--- src/include/mips_defs.svh ---
//====================================================================
// MIPS subset encodings
// opcodes, funct codes, ALU operation codes and fixed sizes shared by
// the single cycle core and its testbench
//====================================================================
`ifndef MIPS_DEFS_SVH
`define MIPS_DEFS_SVH

// main opcodes, instr[31:26]
`define OPC_RTYPE 6'b000000
`define OPC_LW    6'b100011
`define OPC_SW    6'b101011
`define OPC_BEQ   6'b000100
`define OPC_J     6'b000010
`define OPC_JAL   6'b000011

// funct field of R-type, instr[5:0]
`define FN_ADD 6'b100000
`define FN_SUB 6'b100010
`define FN_AND 6'b100100
`define FN_OR  6'b100101
`define FN_SLT 6'b101010
`define FN_JR  6'b001000

// ALU operation codes
`define ALU_AND 4'b0000
`define ALU_OR  4'b0001
`define ALU_ADD 4'b0010
`define ALU_SUB 4'b0110
`define ALU_SLT 4'b0111

// ALU operation class from decode
`define ALUOP_MEM   2'b00  // address add for lw/sw
`define ALUOP_BEQ   2'b01  // compare by subtraction
`define ALUOP_FUNCT 2'b10  // funct field decides

`define LINK_REG 5'd31  // jal return address register
`define DMEM_AW  7      // data SRAM word address width

`endif

--- src/logic/mipsPkg.sv ---
//====================================================================
// MIPS core types
// instruction word as a packed union over the R, I and J formats
//====================================================================
package mipsPkg;

  // register format, arithmetic and jr
  typedef struct packed {
    logic [5:0] opcode;
    logic [4:0] rs;
    logic [4:0] rt;
    logic [4:0] rd;
    logic [4:0] shamt;  // not used by this subset
    logic [5:0] funct;
  } rFmtT;

  // immediate format, lw / sw / beq
  typedef struct packed {
    logic [5:0]  opcode;
    logic [4:0]  rs;
    logic [4:0]  rt;
    logic [15:0] imm;
  } iFmtT;

  // jump format, j / jal
  typedef struct packed {
    logic [5:0]  opcode;
    logic [25:0] target;
  } jFmtT;

  // one 32-bit word, three views
  // opcode sits in the same bits in every view
  typedef union packed {
    rFmtT rFmt;
    iFmtT iFmt;
    jFmtT jFmt;
  } instrWord;

endpackage

--- src/logic/ctrlIf.sv ---
//====================================================================
// Control bundle
// decoded control of the current instruction, decode to execute/wb
// and to next pc selection
//====================================================================
`timescale 1ns/10ps

interface ctrlIf;
  logic       aluSrc;    // immediate as second ALU operand
  logic [1:0] aluOp;     // ALU operation class
  logic       memRead;   // lw
  logic       memWrite;  // sw
  logic       memToReg;  // writeback from SRAM
  logic       regWrite;
  logic       branch;    // beq
  logic       jump;      // j and jal
  logic       jumpReg;   // jr
  logic       link;      // jal writes pc+4

  modport dec (output aluSrc, aluOp, memRead, memWrite, memToReg,
               regWrite, branch, jump, jumpReg, link);
  modport exe (input aluSrc, aluOp, memRead, memWrite, memToReg,
               branch, link);
  modport fetch (input jump, jumpReg);
endinterface

--- src/logic/decodeStage.sv ---
//====================================================================
// Decode stage
// main control decoder, opcode and funct to the control bundle
// plus source and destination register numbers
//====================================================================
`timescale 1ns/10ps
`include "mips_defs.svh"

module decodeStage
  import mipsPkg::*;
(
  input  instrWord   ir,
  ctrlIf.dec         ctl,
  output logic [4:0] rsAddr,
  output logic [4:0] rtAddr,
  output logic [4:0] rdAddr  // write destination
);

  assign rsAddr = ir.rFmt.rs;
  assign rtAddr = ir.rFmt.rt;

  // ==================================================================
  // control decode
  // ==================================================================
  always_comb begin
    // defaults, retire as no-op
    ctl.aluSrc   = 1'b0;
    ctl.aluOp    = `ALUOP_MEM;
    ctl.memRead  = 1'b0;
    ctl.memWrite = 1'b0;
    ctl.memToReg = 1'b0;
    ctl.regWrite = 1'b0;
    ctl.branch   = 1'b0;
    ctl.jump     = 1'b0;
    ctl.jumpReg  = 1'b0;
    ctl.link     = 1'b0;
    rdAddr       = 5'd0;

    case (ir.rFmt.opcode)
      `OPC_RTYPE: begin
        ctl.aluOp = `ALUOP_FUNCT;
        case (ir.rFmt.funct)
          `FN_ADD, `FN_SUB, `FN_AND, `FN_OR, `FN_SLT: begin
            ctl.regWrite = 1'b1;
            rdAddr       = ir.rFmt.rd;
          end
          `FN_JR: ctl.jumpReg = 1'b1;  // no register write
          default: ;                    // unknown funct stays no-op
        endcase
      end
      `OPC_LW: begin
        ctl.aluSrc   = 1'b1;  // base + offset
        ctl.memRead  = 1'b1;
        ctl.memToReg = 1'b1;
        ctl.regWrite = 1'b1;
        rdAddr       = ir.iFmt.rt;
      end
      `OPC_SW: begin
        ctl.aluSrc   = 1'b1;
        ctl.memWrite = 1'b1;
      end
      `OPC_BEQ: begin
        ctl.aluOp  = `ALUOP_BEQ;  // rs - rt
        ctl.branch = 1'b1;
      end
      `OPC_J: ctl.jump = 1'b1;
      `OPC_JAL: begin
        ctl.jump     = 1'b1;
        ctl.link     = 1'b1;
        ctl.regWrite = 1'b1;
        rdAddr       = `LINK_REG;  // return address into r31
      end
      default: ;  // undefined opcode, everything off
    endcase
  end

endmodule

--- src/logic/execWbStage.sv ---
//====================================================================
// Execute and writeback stage
// ALU control and ALU, beq decision and target, data SRAM port
// with active low enables, writeback data select
//====================================================================
`timescale 1ns/10ps
`include "mips_defs.svh"

module execWbStage
  import mipsPkg::*;
(
  ctrlIf.exe                   ctl,
  input  instrWord             ir,
  input  logic [31:0]          rsData,
  input  logic [31:0]          rtData,
  input  logic [31:0]          pcPlus4,
  input  logic [31:0]          memRdData,  // SRAM read, same cycle
  output logic                 takeBranch,
  output logic [31:0]          branchTarget,
  output logic                 cen,
  output logic                 wen,
  output logic                 oen,
  output logic [`DMEM_AW-1:0]  memAddr,
  output logic [31:0]          memWrData,
  output logic [31:0]          wbData
);

  logic [3:0]  aluCode;
  logic [31:0] immExt;
  logic [31:0] aluB;
  logic [31:0] aluRes;
  logic        aluZero;

  assign immExt = {{16{ir.iFmt.imm[15]}}, ir.iFmt.imm};  // sign extend
  assign aluB   = ctl.aluSrc ? immExt : rtData;

  // ==================================================================
  // ALU control
  // ==================================================================
  always_comb begin
    case (ctl.aluOp)
      `ALUOP_MEM: aluCode = `ALU_ADD;  // lw/sw address
      `ALUOP_BEQ: aluCode = `ALU_SUB;
      default: begin
        case (ir.rFmt.funct)
          `FN_ADD: aluCode = `ALU_ADD;
          `FN_SUB: aluCode = `ALU_SUB;
          `FN_AND: aluCode = `ALU_AND;
          `FN_OR:  aluCode = `ALU_OR;
          `FN_SLT: aluCode = `ALU_SLT;
          default: aluCode = `ALU_ADD;  // jr and unknown, result unused
        endcase
      end
    endcase
  end

  // ALU
  always_comb begin
    case (aluCode)
      `ALU_AND: aluRes = rsData & aluB;
      `ALU_OR:  aluRes = rsData | aluB;
      `ALU_SUB: aluRes = rsData - aluB;
      `ALU_SLT: aluRes = {31'd0, ($signed(rsData) < $signed(aluB))};  // signed
      default:  aluRes = rsData + aluB;
    endcase
  end

  assign aluZero = (aluRes == 32'd0);

  // beq decision and target
  assign takeBranch   = ctl.branch & aluZero;
  assign branchTarget = pcPlus4 + {immExt[29:0], 2'b00};

  // ==================================================================
  // data SRAM port, enables active low
  // ==================================================================
  assign cen       = ~(ctl.memRead | ctl.memWrite);
  assign wen       = ~ctl.memWrite;
  assign oen       = ~ctl.memRead;
  assign memAddr   = aluRes[`DMEM_AW+1:2];  // byte address to word address
  assign memWrData = rtData;

  // writeback select, link wins
  assign wbData = ctl.link     ? pcPlus4   :
                  ctl.memToReg ? memRdData :
                                 aluRes;

endmodule

--- src/logic/fetchStage.sv ---
//====================================================================
// Fetch stage
// program counter register and next pc selection
// priority jr, then j/jal, then taken beq, then pc+4
//====================================================================
`timescale 1ns/10ps

module fetchStage (
  input  logic        clk,
  input  logic        rst,
  ctrlIf.fetch        ctl,
  input  logic        takeBranch,    // beq with equal operands
  input  logic [31:0] branchTarget,  // pc+4 + offset
  input  logic [25:0] jumpTarget,    // j/jal word target
  input  logic [31:0] regTarget,     // rs value for jr
  output logic [31:0] pc,
  output logic [31:0] pcPlus4
);

  logic [31:0] nextPc;
  logic [31:0] jumpAddr;

  assign pcPlus4  = pc + 32'd4;
  // pseudo-direct address, region from pc+4
  assign jumpAddr = {pcPlus4[31:28], jumpTarget, 2'b00};

  // ==================================================================
  // next pc
  // ==================================================================
  always_comb begin
    if (ctl.jumpReg) begin
      nextPc = regTarget;     // jr
    end else if (ctl.jump) begin
      nextPc = jumpAddr;      // j, jal
    end else if (takeBranch) begin
      nextPc = branchTarget;  // beq taken
    end else begin
      nextPc = pcPlus4;       // sequential, also no-op
    end
  end

  // pc register, moves every edge
  always_ff @(posedge clk or posedge rst) begin
    if (rst) begin
      pc <= 32'd0;
    end else begin
      pc <= nextPc;
    end
  end

endmodule

--- src/logic/mipsCore.sv ---
//====================================================================
// Single cycle MIPS core
// fetch, decode, register file and execute/writeback in one cycle
// instruction port read same cycle, data SRAM with active low enables
//====================================================================
`timescale 1ns/10ps
`include "mips_defs.svh"

module mipsCore
  import mipsPkg::*;
(
  input  logic                clk,
  input  logic                rst,
  input  logic [31:0]         ir,           // instruction at irAddr
  output logic [31:0]         irAddr,
  input  logic [31:0]         memRdData,
  output logic                cen,
  output logic                wen,
  output logic                oen,
  output logic [`DMEM_AW-1:0] memAddr,
  output logic [31:0]         memWrData,
  output logic                rfWriteEn,    // register write observation
  output logic [4:0]          rfWriteAddr,
  output logic [31:0]         rfWriteData
);

  instrWord    irWord;
  logic [31:0] pc;
  logic [31:0] pcPlus4;
  logic [4:0]  rsAddr;
  logic [4:0]  rtAddr;
  logic [31:0] rsData;
  logic [31:0] rtData;
  logic        takeBranch;
  logic [31:0] branchTarget;
  logic        exCen;  // enables before qualification
  logic        exWen;
  logic        exOen;
  logic        coreValid;  // low until first edge after reset

  ctrlIf ctlBus ();

  assign irWord = ir;
  assign irAddr = pc;

  // ==================================================================
  // post reset valid flag
  // ==================================================================
  always_ff @(posedge clk or posedge rst) begin
    if (rst) begin
      coreValid <= 1'b0;
    end else begin
      coreValid <= 1'b1;
    end
  end

  assign rfWriteEn = ctlBus.regWrite & coreValid;
  assign cen       = exCen | ~coreValid;  // SRAM idle until valid
  assign wen       = exWen | ~coreValid;
  assign oen       = exOen | ~coreValid;

  fetchStage fetch0 (
    .clk(clk), .rst(rst), .ctl(ctlBus.fetch), .takeBranch(takeBranch),
    .branchTarget(branchTarget), .jumpTarget(irWord.jFmt.target),
    .regTarget(rsData), .pc(pc), .pcPlus4(pcPlus4)
  );

  decodeStage decode0 (
    .ir(irWord), .ctl(ctlBus.dec), .rsAddr(rsAddr), .rtAddr(rtAddr),
    .rdAddr(rfWriteAddr)
  );

  regFile regs0 (
    .clk(clk), .rst(rst), .rsAddr(rsAddr), .rtAddr(rtAddr),
    .wrAddr(rfWriteAddr), .wrEn(rfWriteEn), .wrData(rfWriteData),
    .rsData(rsData), .rtData(rtData)
  );

  execWbStage exec0 (
    .ctl(ctlBus.exe), .ir(irWord), .rsData(rsData), .rtData(rtData),
    .pcPlus4(pcPlus4), .memRdData(memRdData), .takeBranch(takeBranch),
    .branchTarget(branchTarget), .cen(exCen), .wen(exWen), .oen(exOen),
    .memAddr(memAddr), .memWrData(memWrData), .wbData(rfWriteData)
  );

endmodule

--- src/logic/regFile.sv ---
//====================================================================
// Register file
// registers 1..31 with two combinational read ports and one write
// port at the rising edge; register 0 is constant zero
//====================================================================
`timescale 1ns/10ps

module regFile (
  input  logic        clk,
  input  logic        rst,
  input  logic [4:0]  rsAddr,
  input  logic [4:0]  rtAddr,
  input  logic [4:0]  wrAddr,
  input  logic        wrEn,
  input  logic [31:0] wrData,
  output logic [31:0] rsData,
  output logic [31:0] rtData
);

  logic [31:0] regs [1:31];  // no storage for r0

  // ==================================================================
  // write port
  // ==================================================================
  always_ff @(posedge clk or posedge rst) begin
    if (rst) begin
      for (int i = 1; i < 32; i++) begin
        regs[i] <= 32'd0;
      end
    end else if (wrEn && (wrAddr != 5'd0)) begin
      regs[wrAddr] <= wrData;  // writes to r0 dropped
    end
  end

  // read ports, r0 forced to zero
  always_comb begin
    rsData = 32'd0;
    rtData = 32'd0;
    if (rsAddr != 5'd0) begin
      rsData = regs[rsAddr];
    end
    if (rtAddr != 5'd0) begin
      rtData = regs[rtAddr];
    end
  end

endmodule

--- config.mk ---
export PLATFORM = sky130hd
export DESIGN_NAME = mipsCore
export DESIGN_NICKNAME = d
export VERILOG_FILES = /design/src/logic/mipsPkg.sv /design/src/logic/ctrlIf.sv /design/src/logic/decodeStage.sv /design/src/logic/execWbStage.sv /design/src/logic/fetchStage.sv /design/src/logic/mipsCore.sv /design/src/logic/regFile.sv
export VERILOG_INCLUDE_DIRS = /design/src /design/src/include
export SDC_FILE = /design/constraint.sdc
export NUM_CORES = 2
export LEC_CHECK = 0
export BUFFER_PORTS_ARGS = -buffer_cell sky130_fd_sc_hd__buf_2
export CORE_ASPECT_RATIO = 0.6
export CORE_MARGIN = 2
export CORE_UTILIZATION = 60
export CTS_CLUSTER_SIZE = 12
export DETAILED_ROUTE_END_ITERATION = 12
export PLACE_DENSITY = 0.83
export SLEW_MARGIN = 0
export SYNTH_ARGS = -nofsm -noshare
export SYNTH_HDL_FRONTEND = slang
export SYNTH_SLANG_ARGS = --single-unit
export TNS_END_PERCENT = 10
--- constraint.sdc ---
create_clock -name clk -period 38.8 [get_ports clk]
set_input_delay 1.94 -clock clk [delete_from_list [all_inputs] [get_ports clk]]
set_output_delay 1.94 -clock clk [all_outputs]
set_load 0.01 [all_outputs]
==> impl_summary.md <==
Status
The flow ran to the end, and the final reports show no timing, DRC or antenna violations.

Global route
The initial antenna violation count came to 0. The layer flagged by global routing as most heavily used is met2. The fraction of met3 tracks used by global routing is 0.1332. For this run, global-route usage on met1 was measured as 0.5637. The total overflow left after global routing is 0. The pin count of the biggest net entering global routing is 136. The total routing resource utilization after global routing is 0.4113. The number of global-route vias before repair came to between 50000 and 60000. The global routing usage on met2 is 0.5757. The first-pass GRT wire length is around 320000 um.

Clocking
The number of buffers added to fix hold violations after cts is 0. The CTS tree is built. The clock sink count is between 1000 and 1500. In this run the deepest clock path goes through 3 buffers. Clock-pin slew was measured on the worst setup and hold paths at around 0.06 ns. The clock insertion delay at the later pin of the skew report is between 0.7 and 0.8 ns. The number of levels in the clock H-tree is 3.

The clock root buffer is sky130_fd_sc_hd__clkbuf_16. The number of gates given a new drive strength after cts is 0. In this run the post-CTS setup repair buffer count came out at 0. Clock tree synthesis inserted a total of 98 buffers.

Timing
The setup-violating endpoint count in the final report is 0. Subtracting the final worst setup slack from the clock period gives approximately 13 ns. The share of the cycle needed by the critical path after routing is 0.3273. The fmax is ~0.079 GHz. The measured slew at the worst slew-check pin is around 1.3 ns. The total negative slack for setup checks is 0 ns. The worst pin sits at a relative slew slack of 0.1204. Setup repair after global routing left no endpoint under its margin. The count of final max-slew check failures came to 0. Clock skew on the completed layout was measured at just over 0.03 ns. The number of endpoints with negative hold slack in the final report is 0.

In the post-route analysis, the smallest setup slack over all paths is 26.10 ns.

Power
Of the total power, the clock network draws 0.384. The analysis attributes to cell leakage a power of roughly 0.029 uW. The proportion of power drawn by flip-flops and latches is 0.467. The internal power is 1684 uW. In this run the power density over the cells is about 36 mW/mm^2. The maximum VDD drop is 41.69 uV. The analysis attributes to net switching a power of between 600 and 700 uW. The combinational share of power is 0.149.

The overall power of the completed layout is 2359 uW. The net switching fraction of the power is 0.2861.

Floorplanning
The x dimension of the die is around 410 um. The initial utilization of the core area, before any placement, comes to 0.6043. The top-level I/O count is between 150 and 200. The area of the die is approximately 0.10 mm^2. The die is approximately 250 um tall.

The number of rows in the core area is 90. The region available for standard cell placement spans between 0.1 and 0.15 mm^2.

Synth
Measured against the total synthesized area, the mux share comes to 0.2430. The Yosys step of the flow raised 0 warnings. Of the synthesized area, sequential elements account for 0.4230. After synthesis the cells add up to about 0.06 mm^2.

After synthesis, the mean cell area works out to 10.54 um^2. Synthesis produced a netlist whose cell count is approximately 5800. After synthesis, the netlist uses 89 different library cells.

After synthesis, the largest family of logic cells by area is multiplexers. Of the total synthesized cell area, the portion taken by XOR and XNOR cells is 0.008955. The number of enable-type register cells in the synthesized netlist is 0.

The synthesized flop and latch total is approximately 1000. The post-synthesis compound-gate area fraction came to 0.1508. The share of async-settable or async-resettable flops after synthesis is 1.000. Synthesis produced a netlist with a net count of around 6000.

The area share of fa/ha/maj cells after synthesis is 0.02761. Among all flip-flop cells after synthesis, the most frequent one is sky130_fd_sc_hd__dfrtp_1. The share of synthesized cell area in and, or, nand and nor gates is 0.1033.

Critical path
The worst-case reg-to-reg path depth is 21. The worst register-to-register path ends at fetch0.pc[4]$_DFF_PP0_. In this run the worst setup path begins at ir[16]. The worst register-to-register path begins at regs0.regs[557]$_DFFE_PP0P_.

The most common cell type on the critical path is sky130_fd_sc_hd__buf_4. The highest fanout seen on the critical path is 72. The critical path goes through buf_8, buf_4, buf_4, buf_4, mux4_2, mux4_2, mux2i_1, o21a_1, ha_1, nor4_1, nand4_1, a211o_1, a211o_1, a211oi_1, o311ai_1, nand3_1, nand2b_1, mux2_2, mux2i_2, buf_4, inv_1, buf_2. For this design, the slowest cell found on the critical path is sky130_fd_sc_hd__buf_4.

The kind of end point of the critical path is a primary output. The setup check on the worst reg-to-reg path leaves a slack of between 30 and 40 ns. Data on the critical path is required at its endpoint by roughly 37 ns. The worst setup path is launched from an input pin. The end point of the critical path is rfWriteData[31].

The worst path arrival time is 10.76 ns. The class of the most critical setup path is input pin to primary output. The maximum single-stage delay on the critical path is about 0.9 ns.

Route
The pre-antenna-repair detailed-routing pass consisted of 8 iterations. The total via count in the routed design is a little over 50000. In the routed layout, each cell is associated on average with a via count of between 7 and 8. For this run, design rule violations remaining after detail routing come to 0. The number of nets with antenna violations after routing is 0.

In the final routed layout, each cell accounts on average for slightly above 30 um. In this run, the number of DRC markers left after iteration 0 of detailed routing was 8426. The wire length after detailed routing is approximately 210000 um.

Cells and area
Excluding fillers, the count of instances in the completed layout stands at 6966. The total inserted antenna cells is 0. The top cell types in the final layout, fill and taps aside, are sky130_fd_sc_hd__nand2_1, sky130_fd_sc_hd__o21ai_0, sky130_fd_sc_hd__dfrtp_1, sky130_fd_sc_hd__mux4_2, sky130_fd_sc_hd__buf_2. The library cell used most frequently in the layout, excluding fill and tap cells, is sky130_fd_sc_hd__nand2_1. At the end of the flow the core is filled with cells to 0.6501. The area growth from synthesis to layout is 7.579%. The share of final-layout standard cells stronger than drive strength 1 is 0.2072. After the last flow step, the layout net total stands at around 5800.

Placement
During placement, the flow inserted port buffers numbering ~180. The post-detailed-placement half-perimeter wirelength is 126200 um. After detailed placement, the design holds a cell count of 6841.

The worst-case setup slack after placement is ~26 ns. The placer congestion estimate is 1.050.

Hold path
The worst hold-check path type is flip-flop to flip-flop.

Run
Across the run, the number of max-cap violations was 0.
-- area by class of cell --
type	instances	area, um^2
flip-flops and latches	1025	25650
inverters	167	634.4
clock buffers	115	2619
well taps	1334	1669
clock inverters	10	152.6
fillers	7311	35100
repair buffers	279	1722
multi-input cells	4036	32790
-- logic make-up (layout without fill, tap and decap cells) --
group / Yosys count / after routing
AO/OA/AOI/OAI: 1573 / 1573
AND/OR/NAND/NOR: 1526 / 1526
XOR/XNOR: 62 / 62
buffers and inverters: 691 / 571
flip-flops: 1025 / 1025
adder cells (fa/ha/maj): 132 / 132
multiplexers: 742 / 742
other: 1 / 1
-- sequential cells by signal, indices dropped and copies added, names as in the netlist --
register    cells
coreValid       1
fetch0.pc      32
regs0.regs    992
-- power by group through the flow --
stage / sequential (uW) / clock [uW] / combinational [uW]
2_1_floorplan: 1120 / 0 / 231
3_3_place_gp: 1120 / 0 / 334
3_5_place_dp: 1120 / 0 / 339
4_1_cts: 1100 / 904 / 341
5_1_grt: 1100 / 949 / 374
6_report: 1100 / 906 / 352
-- stage by stage --
step / instance area, um^2 / hold WS [ns]
global placement: 62460 / 0.4729
finish: 65230 / 0.4984
global route: 65230 / 0.5224
floorplan: 60640 / 0.4604
detailed placement: 62460 / 0.4863
CTS: 65230 / 0.4996
-- synthesized netlist by cell type, drive strengths merged, types with 18 or more instances --
| cell | n | area share |
|---|---|---|
| nand4 | 19 | 0.0020 |
| ha | 129 | 0.027 |
| o21a | 27 | 0.0033 |
| mux2i | 86 | 0.014 |
| a21o | 27 | 0.0033 |
| nor2 | 168 | 0.010 |
| xnor2 | 46 | 0.0066 |
| nand2b | 18 | 0.0019 |
| buf | 82 | 0.0056 |
| nor3 | 46 | 0.0041 |
| nor2b | 34 | 0.0035 |
| nand3 | 43 | 0.0035 |
| inv | 167 | 0.010 |
| mux2 | 80 | 0.015 |
| a221oi | 30 | 0.0064 |
| o21ai | 1058 | 0.087 |
| dfrtp | 1025 | 0.42 |
| a21oi | 160 | 0.013 |
| mux4 | 576 | 0.21 |
| a22o | 69 | 0.010 |
| a211oi | 26 | 0.0032 |
| clkbuf | 442 | 0.027 |
| nand2 | 1132 | 0.070 |
-- layer usage --
metal	routed length, um	vias up
li1	-	20596
met1	77300	25156
met2	89620	4195
met3	30160	954
met4	15090	0
met5	0	-
-- how the worst min path moves through the flow --
stage | start | end | slack, ns | depth (start not counted)
after floorplan | regs0.regs[896]$_DFFE_PP0P_ | regs0.regs[896]$_DFFE_PP0P_ | 0.46 | 2
after global placement | regs0.regs[443]$_DFFE_PP0P_ | regs0.regs[443]$_DFFE_PP0P_ | 0.47 | 2
final | regs0.regs[368]$_DFFE_PP0P_ | regs0.regs[368]$_DFFE_PP0P_ | 0.50 | 2
after CTS | regs0.regs[777]$_DFFE_PP0P_ | regs0.regs[777]$_DFFE_PP0P_ | 0.50 | 2
after detailed placement | regs0.regs[777]$_DFFE_PP0P_ | regs0.regs[777]$_DFFE_PP0P_ | 0.49 | 2
after global routing | regs0.regs[715]$_DFFE_PP0P_ | regs0.regs[715]$_DFFE_PP0P_ | 0.52 | 2
-- critical path: cells and delay by family --
kind                     cells  cell delay (ns)
multiplexers                 5             1.95
AND/OR/NAND/NOR              4             1.00
adder cells (fa/ha/maj)      1             0.45
buffers and inverters        7             3.85
AO/OA/AOI/OAI                5             1.41
(Power assumes the default switching activity.)
